`src/verilog/video_macros.svh`:
```
// Screen geometry, sync windows, tile sizes and memory depths
`ifndef VIDEO_MACROS_SVH
`define VIDEO_MACROS_SVH

// Horizontal raster, in pixels. Sync end is exclusive
`define H_TOTAL     64
`define H_VISIBLE   48
`define HS_START    52
`define HS_END      56

// Vertical raster, in lines
`define V_TOTAL     40
`define V_VISIBLE   32
`define VS_START    34
`define VS_END      36      // Exclusive, two lines of sync

`define MAP_COLS    8       // Map wraps every 64 pixels
`define MAP_ROWS    8
`define TILE_SIZE   8
`define PAL_ENTRIES 32      // 16 char colours, then 16 background colours

`endif

```
`src/verilog/video_pkg.sv`:
```
// Package video_pkg with the vector types shared by the video blocks
package video_pkg;

// Raster counters
typedef logic [7:0]  hpos_t;
typedef logic [7:0]  vpos_t;

// CPU bus
typedef logic [11:0] cpu_addr_t;
typedef logic [7:0]  cpu_data_t;

// Tile map entry, the pattern number
typedef logic [7:0]  tile_code_t;

// Layer colour index, 0 is transparent
typedef logic [3:0]  layer_pxl_t;

// Pattern ROM, {tile code, row in tile} gives one row of 8 nibbles
typedef logic [10:0] gfx_addr_t;
typedef logic [31:0] gfx_row_t;

// Palette lookup and output colour
typedef logic [4:0]  pal_idx_t;
typedef logic [3:0]  colour_t;

endpackage

```
`src/verilog/video_char.sv`:
```
// Module video_char: fixed character layer with CPU map port and pattern fetch
`include "video_macros.svh"

module video_char(
    input                          clk,
    input                          rst,
    input                          pxl_cen,
    // CPU bus
    input  video_pkg::cpu_addr_t   cpu_addr,
    input                          cpu_wrn,
    input  video_pkg::cpu_data_t   cpu_dout,
    input                          cen_Q,
    input                          char_cs,
    output video_pkg::cpu_data_t   char_dout,
    // Raster position
    input  video_pkg::hpos_t       hpos,
    input  video_pkg::vpos_t       vpos,
    // Pattern ROM
    output video_pkg::gfx_addr_t   rom_addr,
    input  video_pkg::gfx_row_t    rom_data,
    output video_pkg::layer_pxl_t  char_pxl
);
import video_pkg::*;

localparam int TW        = $clog2(`TILE_SIZE);
localparam int CW        = $clog2(`MAP_COLS);
localparam int RW        = $clog2(`MAP_ROWS);
localparam int MAP_DEPTH = `MAP_COLS * `MAP_ROWS;

tile_code_t          map_ram[0:MAP_DEPTH-1];
logic [RW+CW-1:0]    map_idx;
logic [TW-1:0]       pxl_col;     // Pixel column inside the tile
layer_pxl_t          pxl_nib;
logic                map_we;

assign map_we  = char_cs && !cpu_wrn && cen_Q;

// Tile row and column, upper bits drop out so the map wraps
assign map_idx = {vpos[TW+RW-1:TW], hpos[TW+CW-1:TW]};

// CPU side of the map
always_ff @(posedge clk) begin
    if (map_we) begin
        map_ram[cpu_addr[RW+CW-1:0]] <= cpu_dout;
    end
    if (char_cs) begin
        char_dout <= map_ram[cpu_addr[RW+CW-1:0]];
    end
end

// Tick 1 sends the address, the row comes back one clk later
always_ff @(posedge clk) begin
    if (pxl_cen) begin
        rom_addr <= {map_ram[map_idx], vpos[TW-1:0]};
        pxl_col  <= hpos[TW-1:0];
    end
    pxl_nib <= rom_data[pxl_col*4 +: 4];  // Settled well before the next tick
end

// Tick 2 presents the pixel
always_ff @(posedge clk) begin
    if (rst) begin
        char_pxl <= '0;     // Transparent
    end else if (pxl_cen) begin
        char_pxl <= pxl_nib;
    end
end

endmodule

```
`src/verilog/video_colmix.sv`:
```
// Module video_colmix: layer priority, palette RAM, blanking delay and colour output
`include "video_macros.svh"

module video_colmix(
    input                          clk,
    input                          rst,
    input                          pxl_cen,
    // CPU bus
    input  video_pkg::cpu_addr_t   cpu_addr,
    input                          cpu_wrn,
    input  video_pkg::cpu_data_t   cpu_dout,
    input                          cen_Q,
    input                          pal_cs,
    output video_pkg::cpu_data_t   pal_dout,
    // Blanking
    input                          hbl,
    input                          vbl,
    output logic                   lhbl_dly,
    output logic                   lvbl_dly,
    // Layer pixels
    input  video_pkg::layer_pxl_t  char_pxl,
    input  video_pkg::layer_pxl_t  scr_pxl,
    // Colour output
    output video_pkg::colour_t     red,
    output video_pkg::colour_t     green,
    output video_pkg::colour_t     blue
);
import video_pkg::*;

localparam int PAL_BYTES = 2 * `PAL_ENTRIES;
localparam int PA        = $clog2(PAL_BYTES);

cpu_data_t   pal_ram[0:PAL_BYTES-1];    // Even byte {green, red}, odd byte blue
pal_idx_t    pal_idx;
logic        pal_we;
logic [1:0]  hbl_sr;                    // Blanking seen by the layer pipeline
logic [1:0]  vbl_sr;
logic        blank;

assign pal_we = pal_cs && !cpu_wrn && cen_Q;

// Opaque character pixel wins, background uses the upper half
assign pal_idx = char_pxl != '0 ? {1'b0, char_pxl} : {1'b1, scr_pxl};

// Blanking of the pixel now at the layer outputs
assign blank = hbl_sr[1] | vbl_sr[1];

always_ff @(posedge clk) begin
    if (pal_we) begin
        pal_ram[cpu_addr[PA-1:0]] <= cpu_dout;
    end
    if (pal_cs) begin
        pal_dout <= pal_ram[cpu_addr[PA-1:0]];
    end
end

// Three tick delay to match the colour registers
always_ff @(posedge clk) begin
    if (rst) begin
        hbl_sr   <= '1;     // Pipeline fill shows as blanked
        vbl_sr   <= '1;
        lhbl_dly <= 1'b0;
        lvbl_dly <= 1'b0;
    end else if (pxl_cen) begin
        hbl_sr   <= {hbl_sr[0], hbl};
        vbl_sr   <= {vbl_sr[0], vbl};
        lhbl_dly <= ~hbl_sr[1];
        lvbl_dly <= ~vbl_sr[1];
    end
end

always_ff @(posedge clk) begin
    if (rst) begin
        red   <= '0;
        green <= '0;
        blue  <= '0;
    end else if (pxl_cen) begin
        if (blank) begin
            red   <= '0;
            green <= '0;
            blue  <= '0;
        end else begin
            {green, red} <= pal_ram[{pal_idx, 1'b0}];
            blue         <= pal_ram[{pal_idx, 1'b1}][3:0];  // High nibble unused
        end
    end
end

endmodule

```
`src/verilog/video_scroll.sv`:
```
// Module video_scroll: scrolling background layer with CPU map port and pattern fetch
`include "video_macros.svh"

module video_scroll(
    input                          clk,
    input                          rst,
    input                          pxl_cen,
    // CPU bus
    input  video_pkg::cpu_addr_t   cpu_addr,
    input                          cpu_wrn,
    input  video_pkg::cpu_data_t   cpu_dout,
    input                          cen_Q,
    input                          scr_cs,
    output video_pkg::cpu_data_t   scr_dout,
    // Raster position and scroll offsets
    input  video_pkg::hpos_t       hpos,
    input  video_pkg::vpos_t       vpos,
    input  video_pkg::hpos_t       scrhpos,
    input  video_pkg::vpos_t       scrvpos,
    // Pattern ROM
    output video_pkg::gfx_addr_t   rom_addr,
    input  video_pkg::gfx_row_t    rom_data,
    output video_pkg::layer_pxl_t  scr_pxl
);
import video_pkg::*;

localparam int TW        = $clog2(`TILE_SIZE);
localparam int CW        = $clog2(`MAP_COLS);
localparam int RW        = $clog2(`MAP_ROWS);
localparam int MAP_DEPTH = `MAP_COLS * `MAP_ROWS;

tile_code_t          map_ram[0:MAP_DEPTH-1];
hpos_t               scr_h;       // Position in background space
vpos_t               scr_v;
logic [RW+CW-1:0]    map_idx;
logic [TW-1:0]       pxl_col;
layer_pxl_t          pxl_nib;
logic                map_we;

assign map_we  = scr_cs && !cpu_wrn && cen_Q;
assign scr_h   = hpos + scrhpos;
assign scr_v   = vpos + scrvpos;
assign map_idx = {scr_v[TW+RW-1:TW], scr_h[TW+CW-1:TW]};

always_ff @(posedge clk) begin
    if (map_we) begin
        map_ram[cpu_addr[RW+CW-1:0]] <= cpu_dout;
    end
    if (scr_cs) begin
        scr_dout <= map_ram[cpu_addr[RW+CW-1:0]];
    end
end

// Same fetch timing as the character layer
always_ff @(posedge clk) begin
    if (pxl_cen) begin
        rom_addr <= {map_ram[map_idx], scr_v[TW-1:0]};
        pxl_col  <= scr_h[TW-1:0];  // Fine scroll selects the nibble
    end
    pxl_nib <= rom_data[pxl_col*4 +: 4];
end

always_ff @(posedge clk) begin
    if (rst) begin
        scr_pxl <= '0;
    end else if (pxl_cen) begin
        scr_pxl <= pxl_nib;
    end
end

endmodule

```
`src/verilog/video_timing.sv`:
```
// Module video_timing: raster counters, blanking, sync and mid-screen interrupt
`include "video_macros.svh"

module video_timing(
    input                     clk,
    input                     rst,
    input                     pxl_cen,
    output video_pkg::hpos_t  hpos,
    output video_pkg::vpos_t  vpos,
    output logic              hbl,
    output logic              vbl,
    output logic              hs,
    output logic              vs,
    output                    ims       // Interrupt at mid screen
);
import video_pkg::*;

hpos_t  hpos_nxt;
vpos_t  vpos_nxt;
logic   h_wrap;
logic   v_wrap;

// Next counter values, decoded below so the windows line up with the counters
always_comb begin
    h_wrap   = hpos == hpos_t'(`H_TOTAL - 1);
    v_wrap   = vpos == vpos_t'(`V_TOTAL - 1);
    hpos_nxt = h_wrap ? '0 : hpos + 1'b1;
    if (h_wrap) begin
        vpos_nxt = v_wrap ? '0 : vpos + 1'b1;
    end else begin
        vpos_nxt = vpos;
    end
end

always_ff @(posedge clk) begin
    if (rst) begin
        hpos <= '0;
        vpos <= '0;
        hbl  <= 1'b0;     // Counter at 0 is visible
        vbl  <= 1'b0;
        hs   <= 1'b0;
        vs   <= 1'b0;
    end else if (pxl_cen) begin
        hpos <= hpos_nxt;
        vpos <= vpos_nxt;
        hbl  <= hpos_nxt >= `H_VISIBLE;
        vbl  <= vpos_nxt >= `V_VISIBLE;
        hs   <= hpos_nxt >= `HS_START && hpos_nxt < `HS_END;
        vs   <= vpos_nxt >= `VS_START && vpos_nxt < `VS_END;
    end
end

// Toggles every 8 lines
assign ims = vpos[3];

endmodule

```
`src/verilog/video_top.sv`:
```
// Module video_top: timing generator, character and background layers and colour mixer
module video_top(
    input                          clk,
    input                          rst,
    input                          pxl_cen,
    // CPU bus
    input  video_pkg::cpu_addr_t   cpu_addr,
    input                          cpu_wrn,
    input  video_pkg::cpu_data_t   cpu_dout,
    input                          cen_Q,
    input                          char_cs,
    input                          scr_cs,
    input                          pal_cs,
    output video_pkg::cpu_data_t   char_dout,
    output video_pkg::cpu_data_t   scr_dout,
    output video_pkg::cpu_data_t   pal_dout,
    // Scroll registers
    input  video_pkg::hpos_t       scrhpos,
    input  video_pkg::vpos_t       scrvpos,
    // Graphics ROMs
    output video_pkg::gfx_addr_t   char_addr,
    input  video_pkg::gfx_row_t    char_data,
    output video_pkg::gfx_addr_t   scr_addr,
    input  video_pkg::gfx_row_t    scr_data,
    // Video
    output                         hbl,
    output                         vbl,
    output                         hs,
    output                         vs,
    output                         ims,
    output                         lhbl_dly,
    output                         lvbl_dly,
    output video_pkg::colour_t     red,
    output video_pkg::colour_t     green,
    output video_pkg::colour_t     blue
);
import video_pkg::*;

hpos_t       hpos;
vpos_t       vpos;
layer_pxl_t  char_pxl;   // Fixed text layer
layer_pxl_t  scr_pxl;    // Scrolling background

video_timing u_timing(
    .clk      ( clk       ),
    .rst      ( rst       ),
    .pxl_cen  ( pxl_cen   ),
    .hpos     ( hpos      ),
    .vpos     ( vpos      ),
    .hbl      ( hbl       ),
    .vbl      ( vbl       ),
    .hs       ( hs        ),
    .vs       ( vs        ),
    .ims      ( ims       )
);

video_char u_char(
    .clk       ( clk        ),
    .rst       ( rst        ),
    .pxl_cen   ( pxl_cen    ),
    .cpu_addr  ( cpu_addr   ),
    .cpu_wrn   ( cpu_wrn    ),
    .cpu_dout  ( cpu_dout   ),
    .cen_Q     ( cen_Q      ),
    .char_cs   ( char_cs    ),
    .char_dout ( char_dout  ),
    .hpos      ( hpos       ),
    .vpos      ( vpos       ),
    .rom_addr  ( char_addr  ),
    .rom_data  ( char_data  ),
    .char_pxl  ( char_pxl   )
);

video_scroll u_scroll(
    .clk       ( clk        ),
    .rst       ( rst        ),
    .pxl_cen   ( pxl_cen    ),
    .cpu_addr  ( cpu_addr   ),
    .cpu_wrn   ( cpu_wrn    ),
    .cpu_dout  ( cpu_dout   ),
    .cen_Q     ( cen_Q      ),
    .scr_cs    ( scr_cs     ),
    .scr_dout  ( scr_dout   ),
    .hpos      ( hpos       ),
    .vpos      ( vpos       ),
    .scrhpos   ( scrhpos    ),
    .scrvpos   ( scrvpos    ),
    .rom_addr  ( scr_addr   ),
    .rom_data  ( scr_data   ),
    .scr_pxl   ( scr_pxl    )
);

video_colmix u_colmix(
    .clk       ( clk        ),
    .rst       ( rst        ),
    .pxl_cen   ( pxl_cen    ),
    .cpu_addr  ( cpu_addr   ),
    .cpu_wrn   ( cpu_wrn    ),
    .cpu_dout  ( cpu_dout   ),
    .cen_Q     ( cen_Q      ),
    .pal_cs    ( pal_cs     ),
    .pal_dout  ( pal_dout   ),
    .hbl       ( hbl        ),
    .vbl       ( vbl        ),
    .lhbl_dly  ( lhbl_dly   ),
    .lvbl_dly  ( lvbl_dly   ),
    .char_pxl  ( char_pxl   ),
    .scr_pxl   ( scr_pxl    ),
    .red       ( red        ),
    .green     ( green      ),
    .blue      ( blue       )
);

endmodule
```
`config.mk`:
```
export PLATFORM = sky130hd
export DESIGN_NAME = video_top
export DESIGN_NICKNAME = d
export VERILOG_FILES = /design/src/verilog/video_pkg.sv /design/src/verilog/video_char.sv /design/src/verilog/video_colmix.sv /design/src/verilog/video_scroll.sv /design/src/verilog/video_timing.sv /design/src/verilog/video_top.sv
export VERILOG_INCLUDE_DIRS = /design/src /design/src/verilog
export SDC_FILE = /design/constraint.sdc
export NUM_CORES = 2
export LEC_CHECK = 0
export BUFFER_PORTS_ARGS = -buffer_cell sky130_fd_sc_hd__buf_2
export CELL_PAD_IN_SITES_DETAIL_PLACEMENT = 1
export CELL_PAD_IN_SITES_GLOBAL_PLACEMENT = 2
export CORE_UTILIZATION = 40
export DETAILED_ROUTE_END_ITERATION = 10
export PLACE_DENSITY = 0.77
export REMOVE_ABC_BUFFERS = 1
export SLEW_MARGIN = 25
export SYNTH_ARGS = -nofsm -noshare
export SYNTH_HDL_FRONTEND = slang
export SYNTH_SLANG_ARGS = --single-unit
```
`constraint.sdc`:
```
create_clock -name clk -period 8.15 [get_ports clk]
set_input_delay 0.815 -clock clk [delete_from_list [all_inputs] [get_ports clk]]
set_output_delay 0.815 -clock clk [all_outputs]
set_load 0.1 [all_outputs]
```
==> impl_metrics.json <==
{
  "dpl.cell_count": 6672,
  "synth_ff_type": "edfxtp_1",
  "ant_nets": 0,
  "via_count": 47300,
  "die_area_mm2": 0.182,
  "ctsHtreeMaxLevel": 4,
  "finalSetupViolations": 0,
  "synth.top_cells.by_area": "edfxtp_1 (66%), mux4_2 (11%), a22oi_1 (4.9%), a22o_1 (1.8%), a221oi_1 (1.8%)",
  "drive_gt1_share_pct": 21.7,
  "whs_ns": 0.268,
  "multiInputGateArea_mm2": 0.0219,
  "worst_pin_slew_ns": 1.17,
  "cp-start-kind": "register",
  "grt_pass1_wl_um": 362000,
  "finalMaxSlewViolations": 0,
  "worstPathRequired_ns": 8.85,
  "ys_types": 80,
  "rsz0062_at_grt": "no",
  "vdd_drop_max_v": 0.000240,
  "post-place-ws_ns": 3.27,
  "grt_start_max_net_pins": 122,
  "numCtsBuffers": 171,
  "synthTopCellsByCount": "edfxtp_1 (1588), a22oi_1 (471), mux4_2 (356)",
  "die_width_um": 426,
  "gp_congestion": 0.886,
  "synth.most_common_cell": "edfxtp_1",
  "overflow": 0,
  "firstDrtPassIters": 10,
  "clock_sinks": 1642,
  "coreArea_mm2": 0.179,
  "finalWorstSetupSlack_ns": 3.76,
  "synth_edf_count": 1588,
  "cts-hold-fix-buffers": 0,
  "synth_warnings": 0,
  "die_h_um": 426,
  "ys_ff_latch": 1642,
  "async_reset_ff_share_pct": 0,
  "cts.path.max_buffers": 3,
  "min_path_type": "in2reg",
  "clk_pin_slew_worst_paths_ns": 0.06,
  "worst-path-max-fanout": 55,
  "avgRoutedWirePerCell_um": 37.1,
  "yosysSeqAreaShare_pct": 67.7,
  "via_per_inst": 6.77,
  "start_util_pct": 40.3,
  "synth_cells": 4393,
  "hpwlAfterDp_um": 162000,
  "max_freq_mhz": 228,
  "path_class": "reg2reg",
  "n_fill_cell": 17000,
  "skew_ns": 0.0299,
  "final-hold-violation-count": 0,
  "finalWirelength_um": 259000,
  "period_needed_ns": 4.39,
  "synthToLayoutAreaGrowth_pct": 12.6,
  "final-instance-count-excl-fill": 6993,
  "p_per_area_mw_per_mm2": 231,
  "drc": 0,
  "io_buffers": 162,
  "grt_pass1_vias": 47100,
  "antenna_found_initial": 9,
  "drv_cap": 0,
  "num_rows": 155,
  "netlist.area_leader.share_pct": 66.2,
  "cts_tree": "yes",
  "cts_root_buffer": "clkbuf_16",
  "avgSynthCellArea_um2": 16.4,
  "relSlewSlack_pct": 21.7,
  "synth.largest_area_cell": "edfxtp_1",
  "grt_usage_pct": 28.1,
  "status": "complete, no violations",
  "leakagePower_nw": 24.7,
  "drt_iter0_markers": 6534,
  "cp-end-kind": "register",
  "final_nets": 4615,
  "power_w": 0.0188,
  "post_cts_buffers": 0,
  "clkLatencyLatePin_ns": 0.85,
  "postCtsResizedCells": 0,
  "ff_latch_area_mm2": 0.0488,
  "arrival_ns": 5.09,
  "synth_area_mm2": 0.0720,
  "period_share_pct": 53.8,
  "io_pins": 173
}
-- area by class of cell --
class,instances,area share [%]
timing repair buffer,285,2.52
sequential,1642,60.2
antenna,3,0.00926
inverter,3,0.0139
tap,2355,3.63
multi-input combinational,2389,27.0
clock inverter,101,1.12
clock buffer,215,5.54
-- layer usage --
| metal | part of all wire [%] | GRT usage (%) | vias to the layer above | wire [µm] |
|---|---|---|---|---|
| met2 | 47 | 44.5 | 3065 | 122000 |
| met4 | 5.9 | 15.1 | 12 | 15400 |
| met1 | 37 | 36.4 | 24900 | 96300 |
| li1 | - | - | 18800 | - |
| met5 | 0.027 | 0 | - | 71 |
| met3 | 9.8 | 5.54 | 583 | 25500 |
-- flip-flops by register name, summed over array words and instances (netlist names), 4 cells and up --
name and cells:
u_char.map_ram 512, u_colmix.pal_ram 512, u_scroll.map_ram 512, u_char.rom_addr 11, u_scroll.rom_addr 11, u_char.char_dout 8
u_colmix.pal_dout 8, u_scroll.scr_dout 8, u_timing.hpos 8, u_timing.vpos 8, u_char.char_pxl 4, u_char.pxl_nib 4
u_colmix.blue 4, u_colmix.green 4, u_colmix.red 4, u_scroll.pxl_nib 4, u_scroll.scr_pxl 4
-- logic make-up after synthesis --
| kind of cell | after synthesis | share of synthesized area [%] |
|---|---|---|
| xor gates and xnor gates | 17 | 0.217 |
| DFF | 1642 | 67.7 |
| adders and majority gates | 15 | 0.281 |
| muxes | 449 | 12.9 |
| AOI/OAI and AO/OA | 1116 | 11.7 |
| buffers and inverters | 362 | 2.25 |
| and+or+nand+nor | 792 | 4.94 |
-- through the flow --
step / TNS, ns / util (%) / area, µm²
6_report: 0 / 45.4 / 81100
5_1_grt: 0 / 45.4 / 81100
4_1_cts: 0 / 45.3 / 81000
3_5_place_dp: 0 / 42.3 / 75600
3_3_place_gp: 0 / 42.3 / 75500
2_1_floorplan: -4155.89 / - / 70400
-- cells in the final DEF, fill, tap and decap left out, drive strengths merged, types with 8 or more instances in the layout --
cell type / Yosys / final
mux4: 374 / 374
o21ai: 44 / 44
inv: 3 / 15
a31oi: 150 / 150
o221ai: 8 / 8
a221oi: 149 / 149
and2: 8 / 8
buf: 148 / 285
mux2: 25 / 25
nor3b: 8 / 8
a211oi: 10 / 10
nand3: 107 / 107
a21oi: 53 / 53
ha: 13 / 13
nor2: 259 / 259
a32oi: 13 / 13
edfxtp: 1588 / 1588
dfxtp: 54 / 54
xor2: 13 / 13
nor4: 21 / 21
bufinv: 0 / 8
and3: 9 / 9
a22oi: 471 / 471
clkinv: 0 / 75
mux2i: 50 / 50
a22o: 150 / 150
clkbuf: 211 / 215
a2111oi: 13 / 13
nand2: 271 / 271
o22ai: 8 / 8
a32o: 13 / 13
nand4: 54 / 54
nor3: 22 / 22
-- report_power, final --
group          leakage (nW)  internal [W]  switching [W]
combinational          7.32      0.000518        0.00123
sequential             14.8       0.00932      0.0000437
clock                  2.63       0.00421        0.00344
total                  24.7        0.0140        0.00471
-- path summary, 6_finish.rpt --
check,from,end,slack [ns],cells past startpoint
min,pxl_cen,u_timing.vpos[3],0.27,2
max,u_timing.hpos[1],u_scroll.rom_addr[3],3.76,9
max reg2reg,u_timing.hpos[1],u_scroll.rom_addr[3],3.76,9
min reg2reg,u_colmix.green[0],u_colmix.green[0],0.47,2
-- worst max-delay path, stage by stage, from the launching register on --
cell and delay, ns:
dfxtp_1 0.49, ha_1 0.29, a211o_1 0.34, a21o_1 0.24
nand2_8 0.46, buf_4 0.72, mux4_1 0.43, o221ai_1 0.15
a2111oi_0 0.79, and3b_1 0.24
Note: power is estimated with default switching activity, not from simulation.
